**config.mk**
```make
export PLATFORM = sky130hd
export DESIGN_NAME = axi4s_trunc_top
export DESIGN_NICKNAME = d
export VERILOG_FILES = /design/src/axi4s_pkg.sv /design/src/axi4s_trunc.sv /design/src/axi4s_reg_slice.sv /design/src/axi4s_trunc_top.sv
export SDC_FILE = /design/constraint.sdc
export NUM_CORES = 1
export LEC_CHECK = 0
export ABC_AREA = 1
export BUFFER_PORTS_ARGS = -buffer_cell sky130_fd_sc_hd__buf_4
export CAP_MARGIN = 20
export CORE_ASPECT_RATIO = 0.8
export CORE_MARGIN = 1.5
export CORE_UTILIZATION = 44
export DETAILED_ROUTE_END_ITERATION = 8
export GPL_TIMING_DRIVEN = 0
export SETUP_SLACK_MARGIN = 0.2
export SLEW_MARGIN = 20
export SYNTH_ARGS = -nofsm -noshare
export SYNTH_HDL_FRONTEND = slang
export SYNTH_SLANG_ARGS = --single-unit
```
**constraint.sdc**
```tcl
create_clock -name clk -period 4.5 [get_ports clk]
set_input_delay 0.9 -clock clk [delete_from_list [all_inputs] [get_ports clk]]
set_output_delay 0.9 -clock clk [all_outputs]
set_load 0.05 [all_outputs]
```
**src/axi4s_pkg.sv**
```systemverilog
package axi4s_pkg;

    // ========================================================================
    // Stream geometry
    // ========================================================================

    // Bytes carried by one beat
    localparam int DATA_BYTE_WID = 8;

    // Sideband widths
    localparam int TID_WID   = 4;
    localparam int TDEST_WID = 4;
    localparam int TUSER_WID = 8;

    // Byte limit and byte counter width
    localparam int LEN_WID = 16;

    // Enough bits to count 0 up to DATA_BYTE_WID kept lanes
    localparam int CNT_WID = $clog2(DATA_BYTE_WID + 1);

    // ========================================================================
    // Types
    // ========================================================================

    // Per-packet byte limit, zero disables truncation
    typedef logic [LEN_WID-1:0] trunc_len_t;

    // Payload of one beat, handshake kept outside
    typedef struct packed {
        logic [DATA_BYTE_WID-1:0][7:0] tdata;
        logic [DATA_BYTE_WID-1:0]      tkeep;
        logic                          tlast;
        logic [TID_WID-1:0]            tid;
        logic [TDEST_WID-1:0]          tdest;
        logic [TUSER_WID-1:0]          tuser;
    } axi4s_beat_t;

    // ========================================================================
    // Helpers
    // ========================================================================

    // Number of kept lanes in a beat
    function automatic logic [CNT_WID-1:0] keep_count(logic [DATA_BYTE_WID-1:0] keep);
        logic [CNT_WID-1:0] n;
        n = '0;
        for (int i = 0; i < DATA_BYTE_WID; i++) begin
            n = n + CNT_WID'(keep[i]);
        end
        return n;
    endfunction

    // Force data of every unkept lane to zero
    function automatic axi4s_beat_t zero_unkept(axi4s_beat_t beat);
        axi4s_beat_t res;
        res = beat;
        for (int i = 0; i < DATA_BYTE_WID; i++) begin
            if (!beat.tkeep[i]) begin
                res.tdata[i] = 8'h00;
            end
        end
        return res;
    endfunction

endpackage

```
**src/axi4s_trunc.sv**
```systemverilog
`timescale 1ns/1ps

module axi4s_trunc #(
    parameter int BIGENDIAN = 0
) (
    input  logic                   clk,
    input  logic                   rst_n,
    input  axi4s_pkg::trunc_len_t  trunc_len,
    input  logic                   in_valid,
    output logic                   in_ready,
    input  axi4s_pkg::axi4s_beat_t in_beat,
    output logic                   out_valid,
    input  logic                   out_ready,
    output axi4s_pkg::axi4s_beat_t out_beat
);
    import axi4s_pkg::*;

    // ========================================================================
    // Declarations
    // ========================================================================

    // Packet tracking
    logic                     init_done;
    logic                     sop;
    logic                     dropping;
    logic [LEN_WID-1:0]       byte_offset;
    trunc_len_t               limit_q;

    // Per-beat decode
    trunc_len_t               cur_limit;
    logic [CNT_WID-1:0]       beat_bytes;
    logic [LEN_WID:0]         offset_next;
    logic [LEN_WID:0]         kept_bytes;
    logic                     limit_hit;
    logic [DATA_BYTE_WID-1:0] keep_mask;
    axi4s_beat_t              trim_beat;

    // Handshake
    logic                     accept;
    logic                     load;

    // Output stage
    logic                     stage_valid;
    axi4s_beat_t              stage_beat;

    // ========================================================================
    // Handshake
    // ========================================================================

    // Hold off input until the first clock after reset
    always_ff @(posedge clk or negedge rst_n) begin
        if (!rst_n) begin
            init_done <= 1'b0;
        end else begin
            init_done <= 1'b1;
        end
    end

    // Tail beats need no room, kept beats need an empty or draining stage
    assign in_ready = init_done && (dropping || !stage_valid || out_ready);

    assign accept = in_valid && in_ready;

    // Only beats outside the drop state reach the stage
    assign load = accept && !dropping;

    // ========================================================================
    // Limit compare
    // ========================================================================

    // Limit is latched on the first beat, later trunc_len values ignored
    assign cur_limit = sop ? trunc_len : limit_q;

    // Bytes in this beat, keep assumed contiguous from the first lane
    assign beat_bytes = keep_count(in_beat.tkeep);

    // Packet byte count once this beat is taken
    assign offset_next = {1'b0, byte_offset} + (LEN_WID+1)'(beat_bytes);

    // Limit lands inside or at the end of this beat
    assign limit_hit = (cur_limit != '0) && (offset_next >= {1'b0, cur_limit});

    // Bytes of this beat still below the limit, valid only on a hit
    assign kept_bytes = {1'b0, cur_limit} - {1'b0, byte_offset};

    // Lane mask for the kept bytes
    always_comb begin
        keep_mask = '0;
        for (int i = 0; i < DATA_BYTE_WID; i++) begin
            if (BIGENDIAN != 0) begin
                // Byte 0 of the beat in the top lane
                keep_mask[i] = kept_bytes > (LEN_WID+1)'(DATA_BYTE_WID - 1 - i);
            end else begin
                // Byte 0 of the beat in lane 0
                keep_mask[i] = kept_bytes > (LEN_WID+1)'(i);
            end
        end
    end

    // Trimmed beat, sideband passes unchanged
    always_comb begin
        trim_beat = in_beat;
        if (limit_hit) begin
            trim_beat.tkeep = in_beat.tkeep & keep_mask;
            trim_beat.tlast = 1'b1;
        end
    end

    // ========================================================================
    // Packet state
    // ========================================================================

    always_ff @(posedge clk or negedge rst_n) begin
        if (!rst_n) begin
            sop         <= 1'b1;
            dropping    <= 1'b0;
            byte_offset <= '0;
            limit_q     <= '0;
        end else if (accept) begin
            // Capture limit with the first beat
            if (sop) begin
                limit_q <= trunc_len;
            end
            if (in_beat.tlast) begin
                // End of packet, kept or dropped
                sop         <= 1'b1;
                dropping    <= 1'b0;
                byte_offset <= '0;
            end else if (!dropping) begin
                sop <= 1'b0;
                if (limit_hit) begin
                    // Rest of the packet is tail
                    dropping <= 1'b1;
                end else begin
                    byte_offset <= offset_next[LEN_WID-1:0];
                end
            end
        end
    end

    // ========================================================================
    // Output stage
    // ========================================================================

    // Single register, cleared whenever it drains
    always_ff @(posedge clk or negedge rst_n) begin
        if (!rst_n) begin
            stage_valid <= 1'b0;
            stage_beat  <= '0;
        end else if (load) begin
            stage_valid <= 1'b1;
            stage_beat  <= zero_unkept(trim_beat);
        end else if (out_ready) begin
            // Beat left or stage already empty
            stage_valid <= 1'b0;
            stage_beat  <= '0;
        end
    end

    assign out_valid = stage_valid;
    assign out_beat  = stage_beat;

endmodule

```
**src/axi4s_reg_slice.sv**
```systemverilog
`timescale 1ns/1ps

module axi4s_reg_slice (
    input  logic                   clk,
    input  logic                   rst_n,
    input  logic                   in_valid,
    output logic                   in_ready,
    input  axi4s_pkg::axi4s_beat_t in_beat,
    output logic                   out_valid,
    input  logic                   out_ready,
    output axi4s_pkg::axi4s_beat_t out_beat
);
    import axi4s_pkg::*;

    // ========================================================================
    // Declarations
    // ========================================================================

    // Main register feeds the output directly
    logic        main_valid;
    axi4s_beat_t main_beat;

    // Skid register catches the beat in flight when out_ready drops
    logic        skid_valid;
    axi4s_beat_t skid_beat;

    // Transfers this cycle
    logic        push;
    logic        pop;

    // ========================================================================
    // Handshake
    // ========================================================================

    // Skid only fills behind a full main, so this means fewer than two held
    assign in_ready = !skid_valid;

    assign push = in_valid && in_ready;
    assign pop  = main_valid && out_ready;

    // ========================================================================
    // Main register
    // ========================================================================

    always_ff @(posedge clk or negedge rst_n) begin
        if (!rst_n) begin
            main_valid <= 1'b0;
            main_beat  <= '0;
        end else if (pop) begin
            if (skid_valid) begin
                // Oldest held beat moves up
                main_valid <= 1'b1;
                main_beat  <= skid_beat;
            end else if (push) begin
                // Straight replace, full rate
                main_valid <= 1'b1;
                main_beat  <= in_beat;
            end else begin
                // Drained, clear fields
                main_valid <= 1'b0;
                main_beat  <= '0;
            end
        end else if (push && !main_valid) begin
            // Empty slice takes the beat
            main_valid <= 1'b1;
            main_beat  <= in_beat;
        end
    end

    // ========================================================================
    // Skid register
    // ========================================================================

    always_ff @(posedge clk or negedge rst_n) begin
        if (!rst_n) begin
            skid_valid <= 1'b0;
            skid_beat  <= '0;
        end else if (pop && skid_valid) begin
            // Moved to main, vacate
            skid_valid <= 1'b0;
            skid_beat  <= '0;
        end else if (push && main_valid && !pop) begin
            // Main stalled, park the new beat
            skid_valid <= 1'b1;
            skid_beat  <= in_beat;
        end
    end

    // Outputs straight from registers
    assign out_valid = main_valid;
    assign out_beat  = main_beat;

endmodule

```
**src/axi4s_trunc_top.sv**
```systemverilog
`timescale 1ns/1ps

module axi4s_trunc_top #(
    parameter int BIGENDIAN = 0
) (
    input  logic                   clk,
    input  logic                   rst_n,
    input  axi4s_pkg::trunc_len_t  trunc_len,
    input  logic                   in_valid,
    output logic                   in_ready,
    input  axi4s_pkg::axi4s_beat_t in_beat,
    output logic                   out_valid,
    input  logic                   out_ready,
    output axi4s_pkg::axi4s_beat_t out_beat
);
    import axi4s_pkg::*;

    // ========================================================================
    // Truncator to slice link
    // ========================================================================

    logic        mid_valid;
    logic        mid_ready;
    axi4s_beat_t mid_beat;

    // ========================================================================
    // Instances
    // ========================================================================

    // Trim, tag last and drop tail beats
    axi4s_trunc #(
        .BIGENDIAN (BIGENDIAN)
    ) axi4s_trunc_i (
        .clk       (clk),
        .rst_n     (rst_n),
        .trunc_len (trunc_len),
        .in_valid  (in_valid),
        .in_ready  (in_ready),
        .in_beat   (in_beat),
        .out_valid (mid_valid),
        .out_ready (mid_ready),
        .out_beat  (mid_beat)
    );

    // Breaks the out_ready path back to the input
    axi4s_reg_slice axi4s_reg_slice_i (
        .clk       (clk),
        .rst_n     (rst_n),
        .in_valid  (mid_valid),
        .in_ready  (mid_ready),
        .in_beat   (mid_beat),
        .out_valid (out_valid),
        .out_ready (out_ready),
        .out_beat  (out_beat)
    );

endmodule

```
# Word-level counts from Yosys, hierarchy flattened
# Index checks and enable logic that the tools add are counted.
dict set report totals {
  elab_cells 125
  out_inout_bits 91
  in_bits 109
  regBits 305
}
dict set report op_classes {
  muxes 34
  addsub 9
  bitwise 1
  eq_ne 3
  reduce_logical 22
  magnitude_cmp 9
}
# cell count
set ops {}
lappend ops {{$mux W89} 8}
lappend ops {{$gt A17 B3 Y1 const B} 4}
lappend ops {{$mux W16} 4}
lappend ops {{$mux W8} 8}
lappend ops {{$gt A17 B1 Y1 const B} 2}
lappend ops {{$gt A17 B2 Y1 const B} 2}
lappend ops {{$add A4 B1 Y4} 6}
lappend ops {{$add A16 B4 Y17} 1}
lappend ops {{$ge A17 B16 Y1} 1}
lappend ops {{$sub A16 B16 Y17} 1}
lappend ops {{$reduce_bool A16 Y1} 1}
lappend ops {{$mux W1} 13}
lappend ops {{$logic_and A1 B1 Y1} 10}
lappend ops {{$mux W9} 1}
lappend ops {{$and A8 B8 Y8} 1}
lappend ops {{$ne A2 B2 Y1 const B} 3}
lappend ops {{$logic_not A1 Y1} 5}
lappend ops {{$reduce_bool A2 Y1} 2}
lappend ops {{$reduce_and A3 Y1} 1}
lappend ops {{$add A1 B1 Y2} 1}
lappend ops {{$logic_or A1 B1 Y1} 2}
lappend ops {{$reduce_and A2 Y1} 1}

# Depth between registers and ports, before layout
# Gate-level depths: netlist (run 1).
dict set report depth {
  ltp_word 13
  depth_mapped 32
  ltp_nobuf 32
}

# Modules after synthesis
# A second synthesis (run 1) with hierarchy kept.
dict set report unflattened {
  hier_cells 1986
  area_unflattened_um2 15285.9
}
# mod cells_each seq_area_each_um2 n_inst area_each_um2
set by_module_without_submodules {}
lappend by_module_without_submodules {axi4s_reg_slice 1064 4504.3 1 8040.2}
lappend by_module_without_submodules {axi4s_trunc 922 3129.3 1 7245.7}

# Worst setup path before layout (run 1)
# OpenSTA, ideal clock, no wires.
dict set report synth_path {
  path_type {input to register}
  start {input in_beat[17] in the netlist's numbering}
  end {register axi4s_trunc_i.stage_beat (netlist bit axi4s_trunc_i.out_beat[21])}
  arrival_ns 5.726
  slack_ns -1.357
  t_required_ns 4.368
  setup_time_ns 0.132
  stages 27
  path_buffers 0
  path_cell_list {ha_1 > inv_1 > fa_1 > fa_1 > fa_1 > fa_1 > xnor2_1 > ha_1 > nand3_1 > nand2_1 > nand2_1 > a21oi_1 > nand2_1 > nor2_1 > nand3_1 > nor3_1 > xor2_1 > ha_1 > nand4_1 > nor4_1 > nand2_1 > nand3_1 > nand2_2 > inv_2 > nand3_2 > nand2_1 > o21ai_0}
}
dict set report synth_between {
  elab_chain_cells 12
}
# item line
set synth_rtl {}
lappend synth_rtl {{start: declaration} axi4s_trunc_top.sv:11} ;# input axi4s_pkg::axi4s_beat_t in_beat,
lappend synth_rtl {{$add A1 B1 Y2} axi4s_pkg.sv:47} ;# n = n + CNT_WID'(keep[i]);
lappend synth_rtl {{$add A4 B1 Y4 (6 in a row)} axi4s_pkg.sv:47}
lappend synth_rtl {{$add A16 B4 Y17} axi4s_trunc.sv:78} ;# assign offset_next = {1'b0, byte_offset} + (LEN_WID+1)'(beat_bytes);
lappend synth_rtl {{$ge A17 B16 Y1} axi4s_trunc.sv:81} ;# assign limit_hit = (cur_limit != '0) && (offset_next >= {1'b0, cur_limit});
lappend synth_rtl {{$logic_and A1 B1 Y1} axi4s_trunc.sv:81}
lappend synth_rtl {{$mux W9} axi4s_trunc.sv:103} ;# if (limit_hit) begin
lappend synth_rtl {{$mux W89} axi4s_trunc.sv:150} ;# end else if (load) begin
lappend synth_rtl {{end signal: assignment} axi4s_trunc.sv:152} ;# stage_beat <= zero_unkept(trim_beat);
lappend synth_rtl {{end: declaration} axi4s_trunc.sv:44} ;# axi4s_beat_t stage_beat;
# Every way passes these cells.
# A chain may end at the register's enable or synchronous reset.

# Worst setup path after layout (run 1)
dict set report layout_path {
  start {input in_beat[17] in the netlist's numbering}
  end {register axi4s_trunc_i.stage_beat (netlist bit axi4s_trunc_i.out_beat[69])}
}
dict set report layout_between {
  elab_chain_cells 13
}
# item line
set layout_rtl {}
lappend layout_rtl {{$add A1 B1 Y2} axi4s_pkg.sv:47}
lappend layout_rtl {{$add A4 B1 Y4 (6 in a row)} axi4s_pkg.sv:47}
lappend layout_rtl {{$add A16 B4 Y17} axi4s_trunc.sv:78}
lappend layout_rtl {{$ge A17 B16 Y1} axi4s_trunc.sv:81}
lappend layout_rtl {{$logic_and A1 B1 Y1} axi4s_trunc.sv:81}
lappend layout_rtl {{$mux W9} axi4s_trunc.sv:103}
lappend layout_rtl {{$mux W8} axi4s_pkg.sv:57} ;# if (!beat.tkeep[i]) begin
lappend layout_rtl {{$mux W89} axi4s_trunc.sv:150}
# Every way passes these cells.

==> results.txt, run 1 <==
- The share of total power dissipated in the clock network is 21.0%.
- In this run the register-to-register setup slack is -0.04 ns.
- Number of standard-cell rows in the floorplan: 59
- Tmin final: around 5.8 ns
- At the placement stage, the worst setup path has a slack of -1.98 ns.
- For this design, the sink count on the clock tree is 305.
* Pint: 0.00698 W
- The floorplan step set the die width to 207 um.
* Via count of the first global-routing pass: 12500
* Clk_skew: 0.0227 ns
- IR analysis of the VDD net gives a maximum drop of 0.000451 V.
* Maximum clock path buffer count: 3
* Total gr overflow: 0
* Highest net fanout along the worst path: 6
- Post-detailed-placement cell area: around 17000 um^2
- The core region is ~33000 um^2.
* # port buffers: 198
- Combinational cells account for 47.6% of the total power.
- The post-route netlist has 21.4% of its cells at a drive strength greater than 1.
- After detailed routing, the number of vias per cell comes to between 5 and 6.
- DRC violations left: 0
- Final non-filler cell area: between 15000 and 20000 um^2
* Synth Area in XOR/XNOR: less than 1%
- Max cap viols: 0
* Antenna viol nets, final: 0
- In this run the number of H-tree levels came out at 1.
- Initial standard-cell utilization of the core: 44.9%
- Global routing consumed, over all layers together, 25.9% of the routing resources.
- Total Neg Setup Slack: -105.11 ns
- Clock buffers created by TritonCTS: 31
- The synthesized design contains approximately 310 register bits.
- During synthesis, Yosys emitted a total of 0 warnings.
* Post-synth EDFFs: 0
- The final number of max-transition violations was 0.
* Worst hold path class: in -> async
* Root Buffer: sky130_fd_sc_hd__clkbuf_16
- Synth Area in Adders: 4.15%
- Die ar.: 34400 um^2
- Routability Congestion: 0.883
- Data arrives at the worst endpoint at between 6 and 7 ns.
* Sw frac: 44.0%
- Final non-filler cell total: 2352
- Dividing the detail-routed wire length by the instance count gives approximately 19 um.
- The worst pin sits at a relative slew slack of 19.1%.
- The checks that failed: setup timing.
* Endpoint required time on the critical path: about 5 ns
- Final Cycle Share: 128%
- DRT iter0 DRCs: 960
- The clock reaches the later pin of the worst-skew pair after ~0.57 ns.
- Proportion of synthesized chip area in sequential cells: between 50% and 60%
- The flow ran to the end, but the final reports show violations.
- Grouping stages by cell kind, the critical path spends the most delay in adder cells.
* Main synth FF type: sky130_fd_sc_hd__dfrtp_1
* Number of antenna violations at the first check in global routing: 1
* Proportion of synthesized flip-flops having asynchronous set or reset: 100%
- TritonCTS built the clock tree.
- Maximum achievable frequency: 174 MHz
* Wire length of the first global-routing pass: about 71000 um
- Net count after synthesis: 1788
* RSZ-0062 raised after global routing: yes
* CTS Hold Bufs: 0
- Summing the areas of all and, or, nand and nor instances in the mapped netlist gives about 15% of the synthesized area.
- Summed over all cells, the static leakage comes to 8.80 nW.
- By startpoint and endpoint, the worst setup path is classified as in -> reg.
- Setup violations remaining at the end of the flow were counted as 90.
* DIE HEIGHT: 166 um
- Layout area overhead: 28.3%
* Ports: 200
* Via count: 12800
- Synthesis handed over a netlist of 1634 instances.
- Post-detail-place hpwl: approximately 32000 um
- Sort of element at the start of the critical path: primary input
- Crit path top cell by count: sky130_fd_sc_hd__nand2_2
- On the critical path, the stage with the largest delay is an instance of sky130_fd_sc_hd__fa_2.
- In this run the cell area of the synthesized design comes to 14700 um^2.
* Total wirelength of the detailed-routed design: around 45000 um
* Pwr/cell area: between 600 and 700 nW/um^2
- Cells after DPL: about 2300
* Synth Area in Compound Gates: 18.1%
- Detailed Routing Iterations Pass 1: 6
- Across all setup checks in the final design, the least slack found is -1.26 ns.
* Max incr delay on CP: 0.59 ns
- Largest net degree at the start of global routing: 73
* Hold Vio Cnt, Final: 0
- Post-layout nets: 2055
- Count of distinct cell types in the synthesized netlist: 37
- Capturing element type of the critical path: register
- Mapped Avg Cell Area: between 8 and 9 um^2
- Together, buffers and inverters on the worst path number 5.
- Largest family of logic cells by synthesized area: compound AO/OA/AOI/OAI gates
* Sw Pwr: 0.00549 W
- Share of cell area taken by muxes after synthesis: 0%
- For the pin with the worst max-slew slack, the measured transition is 1.21 ns.
- Sequential cells account for 31.4% of the total power.
* Clock slew at reported path FFs: 0.06 ns
-- power by group through the flow --
stage	clock network [W]	logic [W]	registers [W]
2_1_floorplan	0	0.00253	0.00533
3_3_place_gp	0	0.00567	0.00395
3_5_place_dp	0	0.00575	0.00396
4_1_cts	0.00266	0.00582	0.00393
5_1_grt	0.00278	0.00641	0.00402
6_report	0.00262	0.00593	0.00392
-- flip-flops by register name, indices dropped and copies added (netlist names) --
register	count
axi4s_reg_slice_i.out_beat	89
axi4s_reg_slice_i.skid_beat	89
axi4s_trunc_i.out_beat	89
axi4s_trunc_i.byte_offset	16
axi4s_trunc_i.limit_q	16
axi4s_reg_slice_i.out_valid	1
axi4s_reg_slice_i.skid_valid	1
axi4s_trunc_i.dropping	1
axi4s_trunc_i.init_done	1
axi4s_trunc_i.out_valid	1
axi4s_trunc_i.sop	1
-- cells in the final DEF, fill, tap and decap left out, drive strengths merged, types with 7 or more instances in the layout --
cell type,Yosys,routed
xor2,10,10
buf,10,238
a21oi,24,24
o21a,88,88
or2,17,17
nand4,33,33
ha,39,39
nand3,85,86
o22ai,97,97
inv,307,308
nor2,49,49
clkbuf,66,115
o221ai,88,88
dfrtp,304,304
o21ai,92,92
clkinv,0,7
nand2,291,294
-- per-stage QoR --
stage               hold slack, ns  utilization, %  total power [W]
floorplan                    0.442               -          0.00786
global placement             0.459            51.6          0.00962
detailed placement           0.464            52.0          0.00972
finish                       0.192            57.6           0.0125
global route                 0.208            57.6           0.0132
CTS                          0.194            56.2           0.0124
-- cell families (layout without fill, tap and decap cells) --
kind of cell,count (synthesis),after routing
and+or+nand+nor,494,498
DFF,305,305
xor gates and xnor gates,14,14
buffers and inverters,383,669
other,1,2
adders and majority gates,45,45
AOI/OAI and AO/OA,392,392
-- per-layer routing --
layer | up-vias | track usage (%) | part of all wire, %
li1 | 6033 | - | -
met1 | 6289 | 39.6 | 48
met2 | 402 | 37.5 | 43
met3 | 58 | 5.30 | 6.7
met4 | 2 | 5.92 | 2.2
met5 | - | 0 | 0.029
-- area by class of cell --
class | count | area, um^2
Antenna cell | 1 | 2.50
Timing Repair Buffer | 230 | 1900
Clock buffer | 47 | 956
Inverter | 307 | 1180
Fill cell | 2951 | 13800
Tap cell | 427 | 534
Clock inverter | 9 | 81.3
Sequential cell | 305 | 7630
Multi-Input combinational cell | 950 | 6200
Buffer | 76 | 317
-- cell usage after synthesis, drive strengths merged, types with 17 or more instances --
master  number  area (um^2)
o21ai       92          468
o221ai      88          771
o21a        88          661
a21oi       24          120
dfrtp      304         7610
nand3       85          448
nor2        49          184
o22ai       97          607
or2         17          106
inv        307         1150
nand4       33          206
nand2      291         1110
ha          39          488
clkbuf      66          248
-- worst paths after layout --
path                                                         from                                    endpoint  depth (start not counted)
max reg2reg                         axi4s_trunc_i.sop$_DFFE_PN1P_      axi4s_trunc_i.out_beat[23]$_DFFE_PN0P_                         21
max in group asynchronous                                   rst_n  axi4s_reg_slice_i.out_beat[61]$_DFFE_PN0P_                          4
min in group clk           axi4s_trunc_i.out_beat[82]$_DFFE_PN0P_      axi4s_trunc_i.out_beat[82]$_DFFE_PN0P_                          2
min                                                         rst_n        axi4s_trunc_i.limit_q[6]$_DFFE_PN0P_                          1
max                                                   in_beat[17]      axi4s_trunc_i.out_beat[69]$_DFFE_PN0P_                         30
min reg2reg                axi4s_trunc_i.out_beat[82]$_DFFE_PN0P_      axi4s_trunc_i.out_beat[82]$_DFFE_PN0P_                          2
-- worst register-to-register path: stages (launching register included) --
cell,delay [ns]
sky130_fd_sc_hd__dfstp_2,0.61
sky130_fd_sc_hd__inv_2,0.09
sky130_fd_sc_hd__buf_6,0.14
sky130_fd_sc_hd__or2_1,0.21
sky130_fd_sc_hd__o21ai_0,0.29
sky130_fd_sc_hd__ha_1,0.27
sky130_fd_sc_hd__inv_1,0.09
sky130_fd_sc_hd__fa_1,0.43
sky130_fd_sc_hd__nand2_1,0.08
sky130_fd_sc_hd__nand2_1,0.07
sky130_fd_sc_hd__nand3_1,0.09
sky130_fd_sc_hd__nand2_1,0.12
sky130_fd_sc_hd__nand2_1,0.11
sky130_fd_sc_hd__nand3b_1,0.08
sky130_fd_sc_hd__nand2_1,0.07
sky130_fd_sc_hd__nand2_1,0.06
sky130_fd_sc_hd__nor2_1,0.22
sky130_fd_sc_hd__nand3_1,0.17
sky130_fd_sc_hd__a21oi_1,0.82
sky130_fd_sc_hd__nand2_8,0.19
sky130_fd_sc_hd__nand2_1,0.11
sky130_fd_sc_hd__o21ai_1,0.07
-- timing repair --
item | in CTS | in global routing
setup buffers | 15 | 11
setup endpoints to repair | 90 | 90
gates cloned | 2 | 3
gates resized for setup | 39 | 69
pin swaps | 13 | 28
Power figures use the tool's default switching activity.
==> run 2, diff against run 1 <==
==> constraint.sdc (replaced) <==
create_clock -name clk -period 5.7 [get_ports clk]
set_input_delay 1.14 -clock clk [delete_from_list [all_inputs] [get_ports clk]]
set_output_delay 1.14 -clock clk [all_outputs]
set_load 0.05 [all_outputs]
==> run 2 against run 1 <==
  * The run still ends with setup timing left
  * Combinational power fell by 21%
  * Count of clock-buffer cells in the layout stayed put
  * Non-clock buffer count stayed put
  * Cell area hardly changed
  * Clock skew is 0.00084 ns lower
  * Worst hold slack better by 0.24 ns
  * Die area is the same
  * Total power decreased by 21%
  * Routed wire length barely moved
  * Clock power decreased by 21%
  * Via count down 0.27%
  * Final cell count unchanged
  * Critical endpoint unchanged
  * Largest power group unchanged
==> results.txt, run 2 (synthesized netlist as in run 1, its figures left out) <==
- Commonest cells after routing, fill and taps aside: 304 x sky130_fd_sc_hd__dfrtp_1, 297 x sky130_fd_sc_hd__inv_1, 266 x sky130_fd_sc_hd__nand2_1
- Across the run, the number of max-cap violations was 0.
* Antenna viol nets, final: 0
- Counting the buffers created by CTS gives 31.
- Worst hold path class: in -> async
- Critical path class: in -> reg
- Number of filler instances in the final layout: between 2000 and 3000
- The wire-length estimate of the detail-placed layout is between 30000 and 40000 um.
- In this run the count of I/O pins placed on the die edge is 200.
* Detailed Routing Iterations Pass 1: 6
- Max incr delay on CP: 0.59 ns
* Worst-case register-to-register setup slack: 1.15 ns
- Setup repair after global routing could not meet its margin everywhere.
* Final Max Tran Viols: 0
- The analysis attributes to cell leakage a power of 8.80 nW.
* Arrival @ worst endpoint: roughly 6.4 ns
- Die width: 207 um
- Capturing element type of the critical path: register
- Worst slew slack as a fraction of its limit: 18.8%
* Highest net fanout along the worst path: 6
* DIE HEIGHT: 166 um
- Number of antenna violations at the first check in global routing: 1
* Hold Vio Cnt, Final: 0
- After the last flow step, the layout net total stands at 2055.
- Maximum achievable frequency: 167 MHz
* Final Cycle Share: 105%
* Die ar.: 34400 um^2
- The first global-routing pass estimated 70900 um of wire.
- The via count of the first global-routing pass was 12500.
* Final non-filler cell area: 18800 um^2
- CTS built an H-tree with a depth of 1.
* Clock sink total: 305
- Total core area: around 33000 um^2
- CTS Hold Bufs: 0
- After layout, the design draws a total of 0.00985 W.
- Critical R2R Capture: axi4s_trunc_i.out_beat[23]$_DFFE_PN0P_
- The placed instances occupy a cell area of roughly 17000 um^2.
* Leading cell type in the layout, fill and taps excluded: sky130_fd_sc_hd__dfrtp_1
- The run finished, with violations left.
- On the final layout, the worst clock skew is 0.0219 ns.
- The total overflow left after global routing is 0.
- The worst register-to-register path begins at axi4s_trunc_i.sop$_DFFE_PN1P_.
* Initial standard-cell utilization of the core: 44.9%
* Wirelength per Cell: 19.3 um
* Vias per std cell: 5.42
- Layout area overhead: 28.2%
- Transition time at the pin with the least slew margin: 1.21 ns
* WHS: between 0.4 and 0.5 ns
- Setup violations remaining at the end of the flow were counted as 90.
- TritonCTS built the clock tree.
* Largest net degree at the start of global routing: 73
- GRT Util Overall: 25.9%
* Routability Congestion: 0.883
- STA classifies the critical path startpoint as a primary input.
- The routed design has 45400 um of wire.
* DRC violations left: 0
* Crit path top cell by count: sky130_fd_sc_hd__nand2_2
- The checks that failed: setup timing.
* Root Buffer: sky130_fd_sc_hd__clkbuf_16
- Counting I/O delays and the setup requirement, the final critical path takes 6.00 ns.
- In the post-route analysis, the smallest setup slack over all paths is -0.305 ns.
- Endpoint required time on the critical path: 6.12 ns
- For this design the ratio of total power to cell area is around 520 nW/um^2.
- In this run, the number of DRC markers left after iteration 0 of detailed routing was 959.
* Clock slew at reported path FFs: approximately 0.060 ns
- In this run the tool buffered the top-level ports with 198 buffer cells.
- Path depth of the worst reg2reg path: 21
- Worst-case vdd ir drop: 0.000356 V
- Cells with a size suffix above 1 make up between 20% and 30% of the layout.
- The final route contains 12700 vias.
* Slowest stage cell on the critical path: sky130_fd_sc_hd__fa_2
* Clock insertion delay at the later pin of the skew report: 0.57 ns
* Number of standard-cell rows in the floorplan: between 50 and 60
- In this run the deepest clock path goes through 3 buffers.
## run 2: changes by cell type in the layout (fill, tap and decap cells not counted)
cell and change:
sky130_fd_sc_hd__o22ai_2 -1, sky130_fd_sc_hd__o22ai_1 +1
## run 2: area by class of cell
class / instances / area (um^2) / area share, %
Multi-Input combinational cell: 950 / 6190 / 33.0
Clock buffer: 47 / 956 / 5.09
Clock inverter: 9 / 81.3 / 0.433
Sequential cell: 305 / 7630 / 40.6
Timing Repair Buffer: 230 / 1900 / 10.1
Inverter: 307 / 1180 / 6.26
Buffer: 76 / 317 / 1.68
Antenna cell: 1 / 2.50 / 0.0133
Tap cell: 427 / 534 / 2.84
## run 2: what timing repair did
action / in CTS / in global routing
setup endpoints to repair: 90 / 90
resized for setup: 39 / 68
buffers inserted: 15 / 11
cloned: 2 / 3
pin swaps: 13 / 28
## run 2: per-stage QoR
step                std cells  setup WS [ns]  TNS (ns)  utilization, %
floorplan                1634         -0.109     -5.95               -
global placement         2259         -0.918    -74.57            51.6
detailed placement       2263          -1.02    -82.50            52.0
CTS                      2336         -0.139     -5.80            56.2
global route             2351         -0.468    -34.72            57.6
finish                   2352         -0.305    -19.12            57.6
## run 2: worst max-delay path, delay by kind of cell
family	cells	cell delay, ns
adder cells (fa/ha/maj)	7	2.73
AND/OR/NAND/NOR	15	1.70
buffers and inverters	5	0.47
AO/OA/AOI/OAI	2	0.26
XOR/XNOR	1	0.10
## run 2: layer usage
layer | vias to the layer above | share of wire (%) | track usage [%]
met5 | - | 0.029 | 0
met2 | 398 | 43 | 37.5
met3 | 56 | 6.9 | 5.30
li1 | 6039 | - | -
met4 | 2 | 2.1 | 5.92
met1 | 6254 | 48 | 39.6
## run 2: how the worst max path moves through the flow
stage                           start                                endpoint  slack, ns  depth (start not counted)
after floorplan           in_beat[18]  axi4s_trunc_i.out_beat[19]$_DFFE_PN0P_      -0.11                         27
after global placement    in_beat[17]  axi4s_trunc_i.out_beat[76]$_DFFE_PN0P_      -0.92                         28
after detailed placement  in_beat[18]  axi4s_trunc_i.out_beat[19]$_DFFE_PN0P_      -1.02                         28
after CTS                 in_beat[17]  axi4s_trunc_i.out_beat[45]$_DFFE_PN0P_      -0.14                         29
after global routing      in_beat[17]  axi4s_trunc_i.out_beat[78]$_DFFE_PN0P_      -0.47                         30
final                     in_beat[17]  axi4s_trunc_i.out_beat[69]$_DFFE_PN0P_      -0.30                         30
## run 2: power by group
group	total [W]	internal [W]	switching, W
clock network	0.00207	0.00120	0.000872
logic	0.00469	0.00153	0.00316
registers	0.00310	0.00279	0.000305
==> run 3, diff against run 2 <==
--- a/config.mk
+++ b/config.mk
@@ -13,8 +13,8 @@
 export CORE_UTILIZATION = 44
 export DETAILED_ROUTE_END_ITERATION = 8
 export GPL_TIMING_DRIVEN = 0
+export PLACE_DENSITY_LB_ADDON = 0.3
 export SETUP_SLACK_MARGIN = 0.2
-export SLEW_MARGIN = 20
 export SYNTH_ARGS = -nofsm -noshare
 export SYNTH_HDL_FRONTEND = slang
 export SYNTH_SLANG_ARGS = --single-unit
==> run 3 against run 2 <==
  * The flow still finishes with violations (setup timing)
  * Utilization up 0.13 points
  * Largest power group unchanged
  * Sequential share of layout area down 0.089 points
  * Highest routed layer is now met4
  * Cell area up 0.22%
  * Die area unchanged
  * Critical path type unchanged
==> results.txt, run 3 (synthesized netlist as in run 1, its figures left out) <==
* Via count: 13100
- For the worst setup path, the data arrival time is 6.51 ns.
- Data on the critical path is required at its endpoint by 6.15 ns.
- Leaving out fill and tap cells, the most frequent cells in the layout are 304 x sky130_fd_sc_hd__dfrtp_1, 298 x sky130_fd_sc_hd__inv_1, 268 x sky130_fd_sc_hd__nand2_1.
* Max incr delay on CP: approximately 0.50 ns
- Dividing the final minimum period by the clock period gives 106%.
- The run finished, with violations left.
- The tree is rooted in a sky130_fd_sc_hd__clkbuf_16.
- Largest net degree at the start of global routing: 119
- The slowest stage of the critical path belongs to the cell sky130_fd_sc_hd__fa_1.
* Wirelength per Cell: 19.3 um
* Setup slack of the critical path after layout: -0.360 ns
* Worst slew slack as a fraction of its limit: 27.7%
- Ratio of cells with drive above 1 in the final layout: 20.9%
- The core region is 32600 um^2.
* # port buffers: 198
- Pint: 0.00562 W
- Combinational cells account for a little under half of the total power.
* Routability Congestion: 0.872
- In the routed design, unresolved DRC markers number 0.
* Worst setup timing slack at the placement stage: -0.921 ns
- DIE HEIGHT: 166 um
- The first global-routing pass estimated 70400 um of wire.
* Pwr/cell area: about 530 nW/um^2
- The total count of hold-check failures in the final report was 0.
- In this run the static leakage power is 8.76 nW.
- Clock-pin slew was measured on the worst setup and hold paths at 0.06 ns.
- Die width: 207 um
- Final non-filler cell total: 2349
* Fin util: between 50 and 60%
* RSZ-0062 raised after global routing: yes
- Once the floorplan was initialized, standard cells occupied 44.9% of the core.
- Critical path class: in -> reg
* Sort of element at the start of the critical path: primary input
- Tmin final: 6.06 ns
- Final Max Tran Viols: 0
- Final setup viols: 90
- Number of standard-cell rows in the floorplan: slightly below 60
- The analysis attributes to net switching a power of 0.00437 W.
- Antenna viol nets, final: 0
- Transition time at the pin with the least slew margin: 1.08 ns
- TritonCTS clock tree: built
* Highest net fanout along the worst path: 7
- The clock drives 305 sinks.
* Post-layout nets: 2054
- Proportion of power drawn by the clock network: 22.0%
- Clock insertion delay at the later pin of the skew report: between 0.5 and 0.6 ns
* Cells after DPL: 2261
- Total gr overflow: 0
- Total Neg Setup Slack: -22.97 ns
* # H-tree levels: 2
- Capturing element type of the critical path: register
- Net switching is a little over two fifths of the power.
- Detailed Routing Iterations Pass 1: 6
- Via count of the first global-routing pass: approximately 13000
* Violations in the final reports: setup timing
- Leaving out fill and tap cells, the most frequent cell in the layout is sky130_fd_sc_hd__dfrtp_1.
* CTS Hold Bufs: 0
- TritonCTS created 34 clock buffers.
- Hold timing on the final database bottoms out at a slack of 0.480 ns.
* Vias per std cell: 5.56
* Die ar.: 34400 um^2
* DRT iter0 DRCs: 1222
* Clk_skew: 0.0238 ns
* Worst hold path class: reg -> reg
* Number of antenna violations at the first check in global routing: 1
- Once detailed placement completed, the half-perimeter wirelength came to 31300 um.
* Power share of the sequential group: 31.1%
- The tool flagged a number of max-cap violations equal to 0.
- Worst-case vdd ir drop: 0.000381 V
- Static timing analysis puts the maximum clock frequency at 165 MHz.
- In this run the deepest clock path goes through 3 buffers.
- GRT Util Overall: 25.8%
- Pin placement for this block handled 200 I/O pins.
* Layout area overhead: 28.5%
- Total wirelength of the detailed-routed design: 45400 um
run 3: timing repair:
action | 4_1_cts | 5_1_grt
buffers inserted | 9 | 7
cloned | 7 | 3
pin swaps | 16 | 15
endpoints found under the setup margin | 90 | 90
resized for setup | 70 | 47
run 3: path summary, 6_finish.rpt:
path                                                   startpoint                                       end  slack (ns)  cells after the start
min reg2reg                axi4s_trunc_i.out_beat[31]$_DFFE_PN0P_    axi4s_trunc_i.out_beat[31]$_DFFE_PN0P_        0.48                      2
max in group asynchronous                                   rst_n    axi4s_trunc_i.out_beat[31]$_DFFE_PN0P_        4.08                      2
min in group asynchronous                                   rst_n     axi4s_trunc_i.out_beat[1]$_DFFE_PN0P_        0.59                      1
max reg2reg                         axi4s_trunc_i.sop$_DFFE_PN1P_    axi4s_trunc_i.out_beat[19]$_DFFE_PN0P_        0.93                     21
max                                                   in_beat[17]  axi4s_trunc_i.byte_offset[1]$_DFFE_PN0P_       -0.36                     29
min                        axi4s_trunc_i.out_beat[31]$_DFFE_PN0P_    axi4s_trunc_i.out_beat[31]$_DFFE_PN0P_        0.48                      2
run 3: critical path, delay by kind of cell:
kind / cells / cell delay (ns)
and+or+nand+nor: 12 / 1.62
xor gates and xnor gates: 1 / 0.22
AOI/OAI and AO/OA: 2 / 0.20
buffers and inverters: 7 / 0.72
adders and majority gates: 7 / 2.58
run 3: power groups by stage:
stage | registers (W) | clock network, W | logic, W
after floorplan | 0.00421 | 0 | 0.00199
after global placement | 0.00312 | 0 | 0.00442
after detailed placement | 0.00313 | 0 | 0.00450
after CTS | 0.00310 | 0.00222 | 0.00457
after global routing | 0.00317 | 0.00231 | 0.00506
final | 0.00311 | 0.00219 | 0.00469
run 3: cell type report:
type / count / area [um^2]
Fill cell: 2808 / 13800
Sequential cell: 305 / 7630
Multi-Input combinational cell: 954 / 6270
Timing Repair Buffer: 221 / 1780
Inverter: 307 / 1180
Clock buffer: 50 / 1000
Tap cell: 427 / 534
Buffer: 76 / 312
Clock inverter: 7 / 96.3
Timing Repair inverter: 1 / 16.3
Antenna cell: 1 / 2.50
run 3: stage by stage:
stage | area [um^2] | power (W)
final | 18800 | 0.00999
after CTS | 18400 | 0.00989
after detailed placement | 16900 | 0.00763
after global placement | 16800 | 0.00754
after global routing | 18800 | 0.0105
after floorplan | 14800 | 0.00620
run 3: layer usage:
layer | GRT usage (%) | wire [um]
met5 | 0 | 0
met3 | 5.20 | 3320
met2 | 38.2 | 19800
met1 | 37.3 | 20700
met4 | 9.70 | 1630
